**src/cubePkg.sv**
```systemverilog
`default_nettype none

package cubePkg;

    // 12-bit rgb sticker colour, 4 bits per channel
    typedef logic [11:0] colorT;

    localparam colorT colorYellow = 12'hff0;

    // move opcodes sent to the turning mechanism
    typedef enum logic [4:0] {
        moveR      = 5'b00000,
        moveRPrime = 5'b00001,
        moveF      = 5'b00010,
        moveFPrime = 5'b00011,
        moveU      = 5'b00100,
        moveUPrime = 5'b00101,
        // whole cube rotation about the vertical axis
        moveY      = 5'b01010,
        moveIdle   = 5'b11111
    } moveOp;

    // last-layer orientation cases seen from the front and back views
    typedef enum logic [3:0] {
        caseNone   = 4'd0,
        case1      = 4'd1,
        case2      = 4'd2,
        case3      = 4'd3,
        case4      = 4'd4,
        case5      = 4'd5,
        case6      = 4'd6,
        case7      = 4'd7,
        caseSolved = 4'd8
    } ollCase;

    // position inside an algorithm
    typedef logic [3:0] stepIdx;

    typedef enum logic [1:0] {
        stSeek  = 2'd0,
        stSolve = 2'd1,
        stDone  = 2'd2
    } solverState;

endpackage

`default_nettype wire

```
**src/ollMatcher.sv**
```systemverilog
`timescale 1ns/1ps
`default_nettype none

module ollMatcher (
    input  wire cubePkg::colorT  f2,
    input  wire cubePkg::colorT  f4,
    input  wire cubePkg::colorT  f6,
    input  wire cubePkg::colorT  f8,
    input  wire cubePkg::colorT  f9,
    input  wire cubePkg::colorT  f10,
    input  wire cubePkg::colorT  f11,
    input  wire cubePkg::colorT  f12,
    input  wire cubePkg::colorT  b1,
    input  wire cubePkg::colorT  b3,
    input  wire cubePkg::colorT  b5,
    input  wire cubePkg::colorT  b7,
    output cubePkg::ollCase      matchedCase
);
    import cubePkg::*;

    logic yF2;
    logic yF4;
    logic yF6;
    logic yF8;
    logic yF9;
    logic yF10;
    logic yF11;
    logic yF12;
    logic yB1;
    logic yB3;
    logic yB5;
    logic yB7;

    assign yF2  = (f2  == colorYellow);
    assign yF4  = (f4  == colorYellow);
    assign yF6  = (f6  == colorYellow);
    assign yF8  = (f8  == colorYellow);
    assign yF9  = (f9  == colorYellow);
    assign yF10 = (f10 == colorYellow);
    assign yF11 = (f11 == colorYellow);
    assign yF12 = (f12 == colorYellow);
    assign yB1  = (b1  == colorYellow);
    assign yB3  = (b3  == colorYellow);
    assign yB5  = (b5  == colorYellow);
    assign yB7  = (b7  == colorYellow);

    // first satisfied rule wins, solved face is checked last
    always_comb begin
        if (yF12 && yF2 && yF6 && yB7) begin
            matchedCase = case1;
        end else if (yF9 && yF4 && yF8 && yB5) begin
            matchedCase = case2;
        end else if (yF12 && yF10 && yF2 && yF8) begin
            matchedCase = case3;
        end else if (yF2 && yF10 && yF11 && yB5) begin
            matchedCase = case4;
        end else if (yF10 && yF11 && yB1 && yB3) begin
            matchedCase = case5;
        end else if (yF2 && yF4 && yB5 && yB7) begin
            matchedCase = case6;
        end else if (yF4 && yB1 && yB3 && yB7) begin
            matchedCase = case7;
        end else if (yF9 && yF10 && yF11 && yF12) begin
            matchedCase = caseSolved;
        end else begin
            matchedCase = caseNone;
        end
    end

endmodule

`default_nettype wire

```
**src/movePacer.sv**
```systemverilog
`timescale 1ns/1ps
`default_nettype none

module movePacer #(
    parameter int moveInterval = 2 ** 25
) (
    input  wire  clk,
    input  wire  rst,
    input  wire  pacerRun,
    output logic tick
);

    // an interval of one still needs a one-bit counter
    localparam int cntW = (moveInterval > 1) ? $clog2(moveInterval) : 1;
    localparam logic [cntW-1:0] lastCount = cntW'(moveInterval - 1);

    logic [cntW-1:0] count;

    assign tick = pacerRun && (count == lastCount);

    // counts only enabled cycles, holds otherwise
    always_ff @(posedge clk or posedge rst) begin
        if (rst) begin
            count <= '0;
        end else if (pacerRun) begin
            if (tick) begin
                count <= '0;
            end else begin
                count <= count + 1'b1;
            end
        end
    end

endmodule

`default_nettype wire

```
**src/algorithmTable.sv**
```systemverilog
`timescale 1ns/1ps
`default_nettype none

module algorithmTable (
    input  wire cubePkg::ollCase  solveCase,
    input  wire cubePkg::stepIdx  step,
    output cubePkg::moveOp        move,
    output logic                  lastStep
);
    import cubePkg::*;

    stepIdx lastIdx;

    always_comb begin
        move    = moveIdle;
        lastIdx = '0;
        case (solveCase)
            case1: begin
                // R' U' R U' R' U U R
                lastIdx = 4'd7;
                case (step)
                    4'd0: move = moveRPrime;
                    4'd1: move = moveUPrime;
                    4'd2: move = moveR;
                    4'd3: move = moveUPrime;
                    4'd4: move = moveRPrime;
                    4'd5: move = moveU;
                    4'd6: move = moveU;
                    4'd7: move = moveR;
                    default: move = moveIdle;
                endcase
            end
            case2: begin
                lastIdx = 4'd7;
                case (step)
                    4'd0: move = moveR;
                    4'd1: move = moveU;
                    4'd2: move = moveRPrime;
                    4'd3: move = moveU;
                    4'd4: move = moveR;
                    4'd5: move = moveUPrime;
                    4'd6: move = moveUPrime;
                    4'd7: move = moveRPrime;
                    default: move = moveIdle;
                endcase
            end
            case3: begin
                lastIdx = 4'd7;
                case (step)
                    4'd0: move = moveF;
                    4'd1: move = moveRPrime;
                    4'd2: move = moveFPrime;
                    4'd3: move = moveR;
                    4'd4: move = moveU;
                    4'd5: move = moveR;
                    4'd6: move = moveUPrime;
                    4'd7: move = moveRPrime;
                    default: move = moveIdle;
                endcase
            end
            case4: begin
                lastIdx = 4'd7;
                case (step)
                    4'd0: move = moveR;
                    4'd1: move = moveU;
                    4'd2: move = moveRPrime;
                    4'd3: move = moveUPrime;
                    4'd4: move = moveRPrime;
                    4'd5: move = moveF;
                    4'd6: move = moveR;
                    4'd7: move = moveFPrime;
                    default: move = moveIdle;
                endcase
            end
            case5: begin
                // shortest one, six turns
                lastIdx = 4'd5;
                case (step)
                    4'd0: move = moveF;
                    4'd1: move = moveR;
                    4'd2: move = moveU;
                    4'd3: move = moveRPrime;
                    4'd4: move = moveUPrime;
                    4'd5: move = moveFPrime;
                    default: move = moveIdle;
                endcase
            end
            case6: begin
                // double turns are issued as two quarter turns
                lastIdx = 4'd8;
                case (step)
                    4'd0: move = moveR;
                    4'd1: move = moveR;
                    4'd2: move = moveU;
                    4'd3: move = moveU;
                    4'd4: move = moveRPrime;
                    4'd5: move = moveU;
                    4'd6: move = moveU;
                    4'd7: move = moveRPrime;
                    4'd8: move = moveRPrime;
                    default: move = moveIdle;
                endcase
            end
            case7: begin
                lastIdx = 4'd9;
                case (step)
                    4'd0: move = moveF;
                    4'd1: move = moveR;
                    4'd2: move = moveU;
                    4'd3: move = moveRPrime;
                    4'd4: move = moveUPrime;
                    4'd5: move = moveR;
                    4'd6: move = moveU;
                    4'd7: move = moveRPrime;
                    4'd8: move = moveUPrime;
                    4'd9: move = moveFPrime;
                    default: move = moveIdle;
                endcase
            end
            default: begin
                move    = moveIdle;
                lastIdx = '0;
            end
        endcase
    end

    assign lastStep = (step == lastIdx);

endmodule

`default_nettype wire

```
**src/solveSequencer.sv**
```systemverilog
`timescale 1ns/1ps
`default_nettype none

module solveSequencer (
    input  wire                   clk,
    input  wire                   rst,
    input  wire                   ready,
    input  wire cubePkg::ollCase  matchedCase,
    input  wire                   tick,
    output logic                  pacerRun,
    output cubePkg::moveOp        move,
    output logic                  moveStrobe,
    output logic                  topFaceDone
);
    import cubePkg::*;

    solverState state;
    ollCase     heldCase;
    stepIdx     step;
    moveOp      tableMove;
    logic       lastStep;

    algorithmTable table0 (
        .solveCase (heldCase),
        .step      (step),
        .move      (tableMove),
        .lastStep  (lastStep)
    );

    // pacer runs while solving, or while searching with nothing recognised
    assign pacerRun = ready && ((state == stSolve) ||
                                ((state == stSeek) && (matchedCase == caseNone)));

    always_ff @(posedge clk or posedge rst) begin
        if (rst) begin
            state    <= stSeek;
            heldCase <= caseNone;
            step     <= '0;
        end else if (ready) begin
            case (state)
                stSeek: begin
                    if (matchedCase == caseSolved) begin
                        state <= stDone;
                    end else if (matchedCase != caseNone) begin
                        // latch the case, the stickers may change while turning
                        heldCase <= matchedCase;
                        step     <= '0;
                        state    <= stSolve;
                    end
                end
                stSolve: begin
                    if (tick) begin
                        if (lastStep) begin
                            state <= stDone;
                        end else begin
                            step <= step + 4'd1;
                        end
                    end
                end
                stDone: begin
                    // stays here until reset
                    state <= stDone;
                end
                default: begin
                    state <= stSeek;
                end
            endcase
        end
    end

    // tick already implies ready, so moves drop out while ready is low
    always_comb begin
        move        = moveIdle;
        moveStrobe  = 1'b0;
        topFaceDone = 1'b0;
        case (state)
            stSeek: begin
                if (tick) begin
                    move       = moveY;
                    moveStrobe = 1'b1;
                end
            end
            stSolve: begin
                if (tick) begin
                    move       = tableMove;
                    moveStrobe = 1'b1;
                end
            end
            stDone: begin
                topFaceDone = ready;
            end
            default: begin
                move = moveIdle;
            end
        endcase
    end

endmodule

`default_nettype wire

```
**src/topFaceSolver.sv**
```systemverilog
`timescale 1ns/1ps
`default_nettype none

module topFaceSolver #(
    parameter int moveInterval = 2 ** 25
) (
    input  wire                  clk,
    input  wire                  rst,
    input  wire                  ready,
    input  wire cubePkg::colorT  f2,
    input  wire cubePkg::colorT  f4,
    input  wire cubePkg::colorT  f6,
    input  wire cubePkg::colorT  f8,
    input  wire cubePkg::colorT  f9,
    input  wire cubePkg::colorT  f10,
    input  wire cubePkg::colorT  f11,
    input  wire cubePkg::colorT  f12,
    input  wire cubePkg::colorT  b1,
    input  wire cubePkg::colorT  b3,
    input  wire cubePkg::colorT  b5,
    input  wire cubePkg::colorT  b7,
    output cubePkg::moveOp       move,
    output logic                 moveStrobe,
    output logic                 topFaceDone
);
    import cubePkg::*;

    ollCase matchedCase;
    logic   pacerRun;
    logic   tick;

    ollMatcher matcher (
        .f2          (f2),
        .f4          (f4),
        .f6          (f6),
        .f8          (f8),
        .f9          (f9),
        .f10         (f10),
        .f11         (f11),
        .f12         (f12),
        .b1          (b1),
        .b3          (b3),
        .b5          (b5),
        .b7          (b7),
        .matchedCase (matchedCase)
    );

    movePacer #(
        .moveInterval (moveInterval)
    ) pacer (
        .clk      (clk),
        .rst      (rst),
        .pacerRun (pacerRun),
        .tick     (tick)
    );

    solveSequencer sequencer (
        .clk         (clk),
        .rst         (rst),
        .ready       (ready),
        .matchedCase (matchedCase),
        .tick        (tick),
        .pacerRun    (pacerRun),
        .move        (move),
        .moveStrobe  (moveStrobe),
        .topFaceDone (topFaceDone)
    );

endmodule

`default_nettype wire

```
**config.mk**
```make
export PLATFORM = sky130hd
export DESIGN_NAME = topFaceSolver
export DESIGN_NICKNAME = d
export VERILOG_FILES = /design/src/cubePkg.sv /design/src/ollMatcher.sv /design/src/movePacer.sv /design/src/algorithmTable.sv /design/src/solveSequencer.sv /design/src/topFaceSolver.sv
export SDC_FILE = /design/constraint.sdc
export NUM_CORES = 1
export LEC_CHECK = 0
export ABC_AREA = 1
export ABC_CLOCK_PERIOD_IN_PS = 4250
export BUFFER_PORTS_ARGS = -buffer_cell sky130_fd_sc_hd__buf_2
export CAP_MARGIN = 15
export CORE_ASPECT_RATIO = 1.2
export CORE_MARGIN = 8
export CORE_UTILIZATION = 38
export DETAILED_ROUTE_END_ITERATION = 10
export GPL_TIMING_DRIVEN = 0
export PLACE_DENSITY = 0.66
export SYNTH_ARGS = -nofsm -noshare
export SYNTH_HDL_FRONTEND = slang
export SYNTH_HIERARCHICAL = 1
export SYNTH_SLANG_ARGS = --single-unit
```
**constraint.sdc**
```tcl
create_clock -name clk -period 4.25 [get_ports clk]
set_input_delay 0.425 -clock clk [delete_from_list [all_inputs] [get_ports clk]]
set_output_delay 0.425 -clock clk [all_outputs]
set_load 0.02 [all_outputs]
```
==> metrics.txt <==
status completed; CTS Hold Bufs 0; Hold WC Path Type input port to async pin; fill count 987; Design Area, Final 4730 µm²; pwr dens 203.5 nW/µm²; Mapped Area 3587 µm²; Final Power 0.0009625 W; crit path kind input port to primary output; crit path capture type primary output; clk sinks 35; LEAKAGE 2.718 nW; element type at the critical path start input port; CTS root buffer clkbuf_16; post-synthesis cell type count 34; diode count 0; Remaining Overflow, GRT 0; Syn-to-layout area delta 31.85%; CTS clk-pin slew, worst paths 0.06 ns; critical path arrival 3.38 ns; Logic pwr share 0.169; f_max 0.2626 GHz; Post-Syn Area per Cell 5.767 µm²; vias 4,182; peak supply drop 0.1353 mV; Vias per Instance 4.591; clock latency on the worst-skew pair 0.28 ns; Final Hold Vio Count 0; Reg power frac 0.398; YS warnings 6; Routed Antenna Nets 0; Seq/Total Area, Yosys 0.2442; fin. max-slew vios 0; Sw Share 0.2533; Max-cap violations 0; P_sw 0.0002438 W; # H-tree levels 2; Layout Nets 946; row count 39; port buffer count 153; dpl hpwl 9795 µm; layout cell share with drive strength beyond 1 0.2640; first-pass GRT wire length 18,630 µm; IO Pins 154; Seq cells post-synth 35; unrepaired setup endpoints after global routing no; final RePlAce weighted congestion 0.8994; Die X 104.7 µm; post-synthesis instance total 622; 1st-iter DRT viols 156; Initial Util 0.3829; Final Cycle Share 0.8960; Clock Power Share 0.433; Setup-failing EPs final 0; core area 9369 µm²; number of global-route vias before repair 3,989; Chip Height 122.4 µm; TritonRoute pass-1 iters 4; largest net degree at the start of global routing 26; worst-path fanout max 6; internal power 0.0007187 W; initial antenna violation count 0; Avg WL per Cell 12.52 µm; drt total wl 11,410 µm; CP required 3.83 ns; minimum clock period 3.808 ns; clk buf depth 2; placed cell area 4507 µm²; Worst Skew 0.005544 ns; All-Layer GR Usage 0.1756; CTS buffer count 5; die area 12,820 µm²; Rel. slew slack 0.3716; CTS tree built; # DRC 0; worst-margin pin slew 0.9416 ns; syn nets 781; setup_tns 0 ns
==> power groups by stage <==
stage | clock, W | combinational (W) | sequential (W)
floorplan | 0 | 0.0000813 | 0.000382
global placement | 0 | 0.000155 | 0.000388
detailed placement | 0 | 0.000160 | 0.000388
CTS | 0.000429 | 0.000162 | 0.000383
global route | 0.000444 | 0.000186 | 0.000386
finish | 0.000417 | 0.000163 | 0.000383
==> layout by cell type (no fill, tap or decap), types with 2 or more instances in the layout <==
cell type and count:
a21oi_1 2, buf_6 2, buf_2 154, clkbuf_16 5, buf_4 8, nand4_1 9
nand3_1 59, inv_1 91, nor2_4 6, ha_1 12, nand2_2 4, clkinv_2 2
nand3_2 4, nand2_1 221, xnor2_1 7, dfrtp_1 35, xor2_1 8, o21ai_0 11
nor2_2 13, o21ai_1 3, nor3_1 6, nor2_1 110
==> Yosys cell counts <==
library cell	count	area share
clkinv_2	1	0.0014
nand3_4	1	0.0049
nor2_1	112	0.12
nand3_2	4	0.011
nor2_4	6	0.019
o21ai_1	3	0.0042
a21boi_1	1	0.0021
buf_6	2	0.0063
nand2_1	221	0.23
nand3_1	59	0.082
nand4_1	9	0.016
nor2_2	11	0.019
nand2_2	4	0.0070
nand3b_1	1	0.0021
o21ai_0	11	0.015
a21oi_1	3	0.0042
a21o_1	1	0.0021
inv_4	1	0.0017
nor3_1	6	0.0084
and2_1	1	0.0017
inv_1	91	0.095
nor4_1	1	0.0017
nor2b_2	1	0.0024
xnor2_1	7	0.017
buf_2	1	0.0014
and2_0	1	0.0017
xor2_1	8	0.020
buf_4	3	0.0063
o21ai_2	1	0.0024
nand2_4	1	0.0031
nand4_2	1	0.0035
a21oi_2	1	0.0024
dfrtp_1	35	0.24
ha_1	12	0.042
==> registers in the layout, indices dropped and copies added, names as in the netlist <==
name / count
pacer/count: 25
sequencer/step: 4
sequencer/heldCase: 4
sequencer/state: 2
==> worst paths after layout <==
kind | startpoint | to | slack, ns | cells past startpoint
max | b1[1] | move[0] | 0.44 | 22
min in group clk | pacer/count[12] | pacer/count[12] | 0.49 | 1
max in group asynchronous | rst | pacer/count[23] | 3.31 | 2
min | rst | sequencer/heldCase[3] | 0.14 | 2
min reg2reg | pacer/count[12] | pacer/count[12] | 0.49 | 1
max reg2reg | sequencer/state[1] | sequencer/step[3] | 1.10 | 17
==> worst max-delay path, stage by stage <==
cell     delay (ns)
buf_2          0.09
nor2_1         0.13
nand2_1        0.06
nor2_1         0.16
nand3_1        0.12
o21ai_1        0.15
inv_1          0.06
nand2_1        0.07
nor2_1         0.07
nor2_1         0.15
nand3_1        0.21
a21oi_4        0.30
nand2_2        0.12
nor2_4         0.12
nand2_1        0.12
nor2_2         0.12
nand2_1        0.10
nor4_1         0.21
inv_1          0.20
nor2_2         0.18
nand2_1        0.06
buf_2          0.16
==> per-stage QoR <==
stage | hold WS (ns) | util | cells | setup slack, ns
after floorplan | 0.2652 | - | 622 | 0.9490
after global placement | 0.4443 | 0.4810 | 898 | 0.07534
after detailed placement | 0.4603 | 0.4810 | 898 | 0.02331
after CTS | 0.1609 | 0.4991 | 906 | 0.01941
after global routing | 0.1762 | 0.5048 | 911 | 0.003578
final | 0.1439 | 0.5048 | 911 | 0.4421
==> area by class of cell <==
class / instances / area, µm² / share of cell area
plain buffers: 6 / 50.05 / 0.01058
clock buffers: 5 / 125.1 / 0.02646
clock inverters: 3 / 43.79 / 0.009259
inverters: 93 / 352.8 / 0.07460
multi-input cells: 488 / 2325 / 0.4915
flip-flops and latches: 35 / 875.8 / 0.1852
well taps: 123 / 153.9 / 0.03254
repair buffers: 158 / 803.3 / 0.1698
==> layer usage <==
metal  global-route usage  share of wire  vias up
li1                     -              -     2233
met2               0.3320           0.52       83
met5                    0              0        -
met1               0.1975           0.42     1853
met3              0.02836          0.040       13
met4              0.05541          0.015        0
==> cells by family after synthesis <==
| group | share of synthesized area |
|---|---|
| flip-flops | 0.2442 |
| adder cells (fa/ha/maj) | 0.04185 |
| AO/OA/AOI/OAI | 0.03279 |
| XOR/XNOR | 0.03662 |
| AND/OR/NAND/NOR | 0.5323 |
| buffers and inverters | 0.1123 |
==> timing repair <==
| item | in CTS | in global routing |
|---|---|---|
| buffers inserted | 0 | 5 |
| endpoints found under the setup margin | 0 | 6 |
| resized for setup | 0 | 4 |
Power figures use the tool's default switching activity.
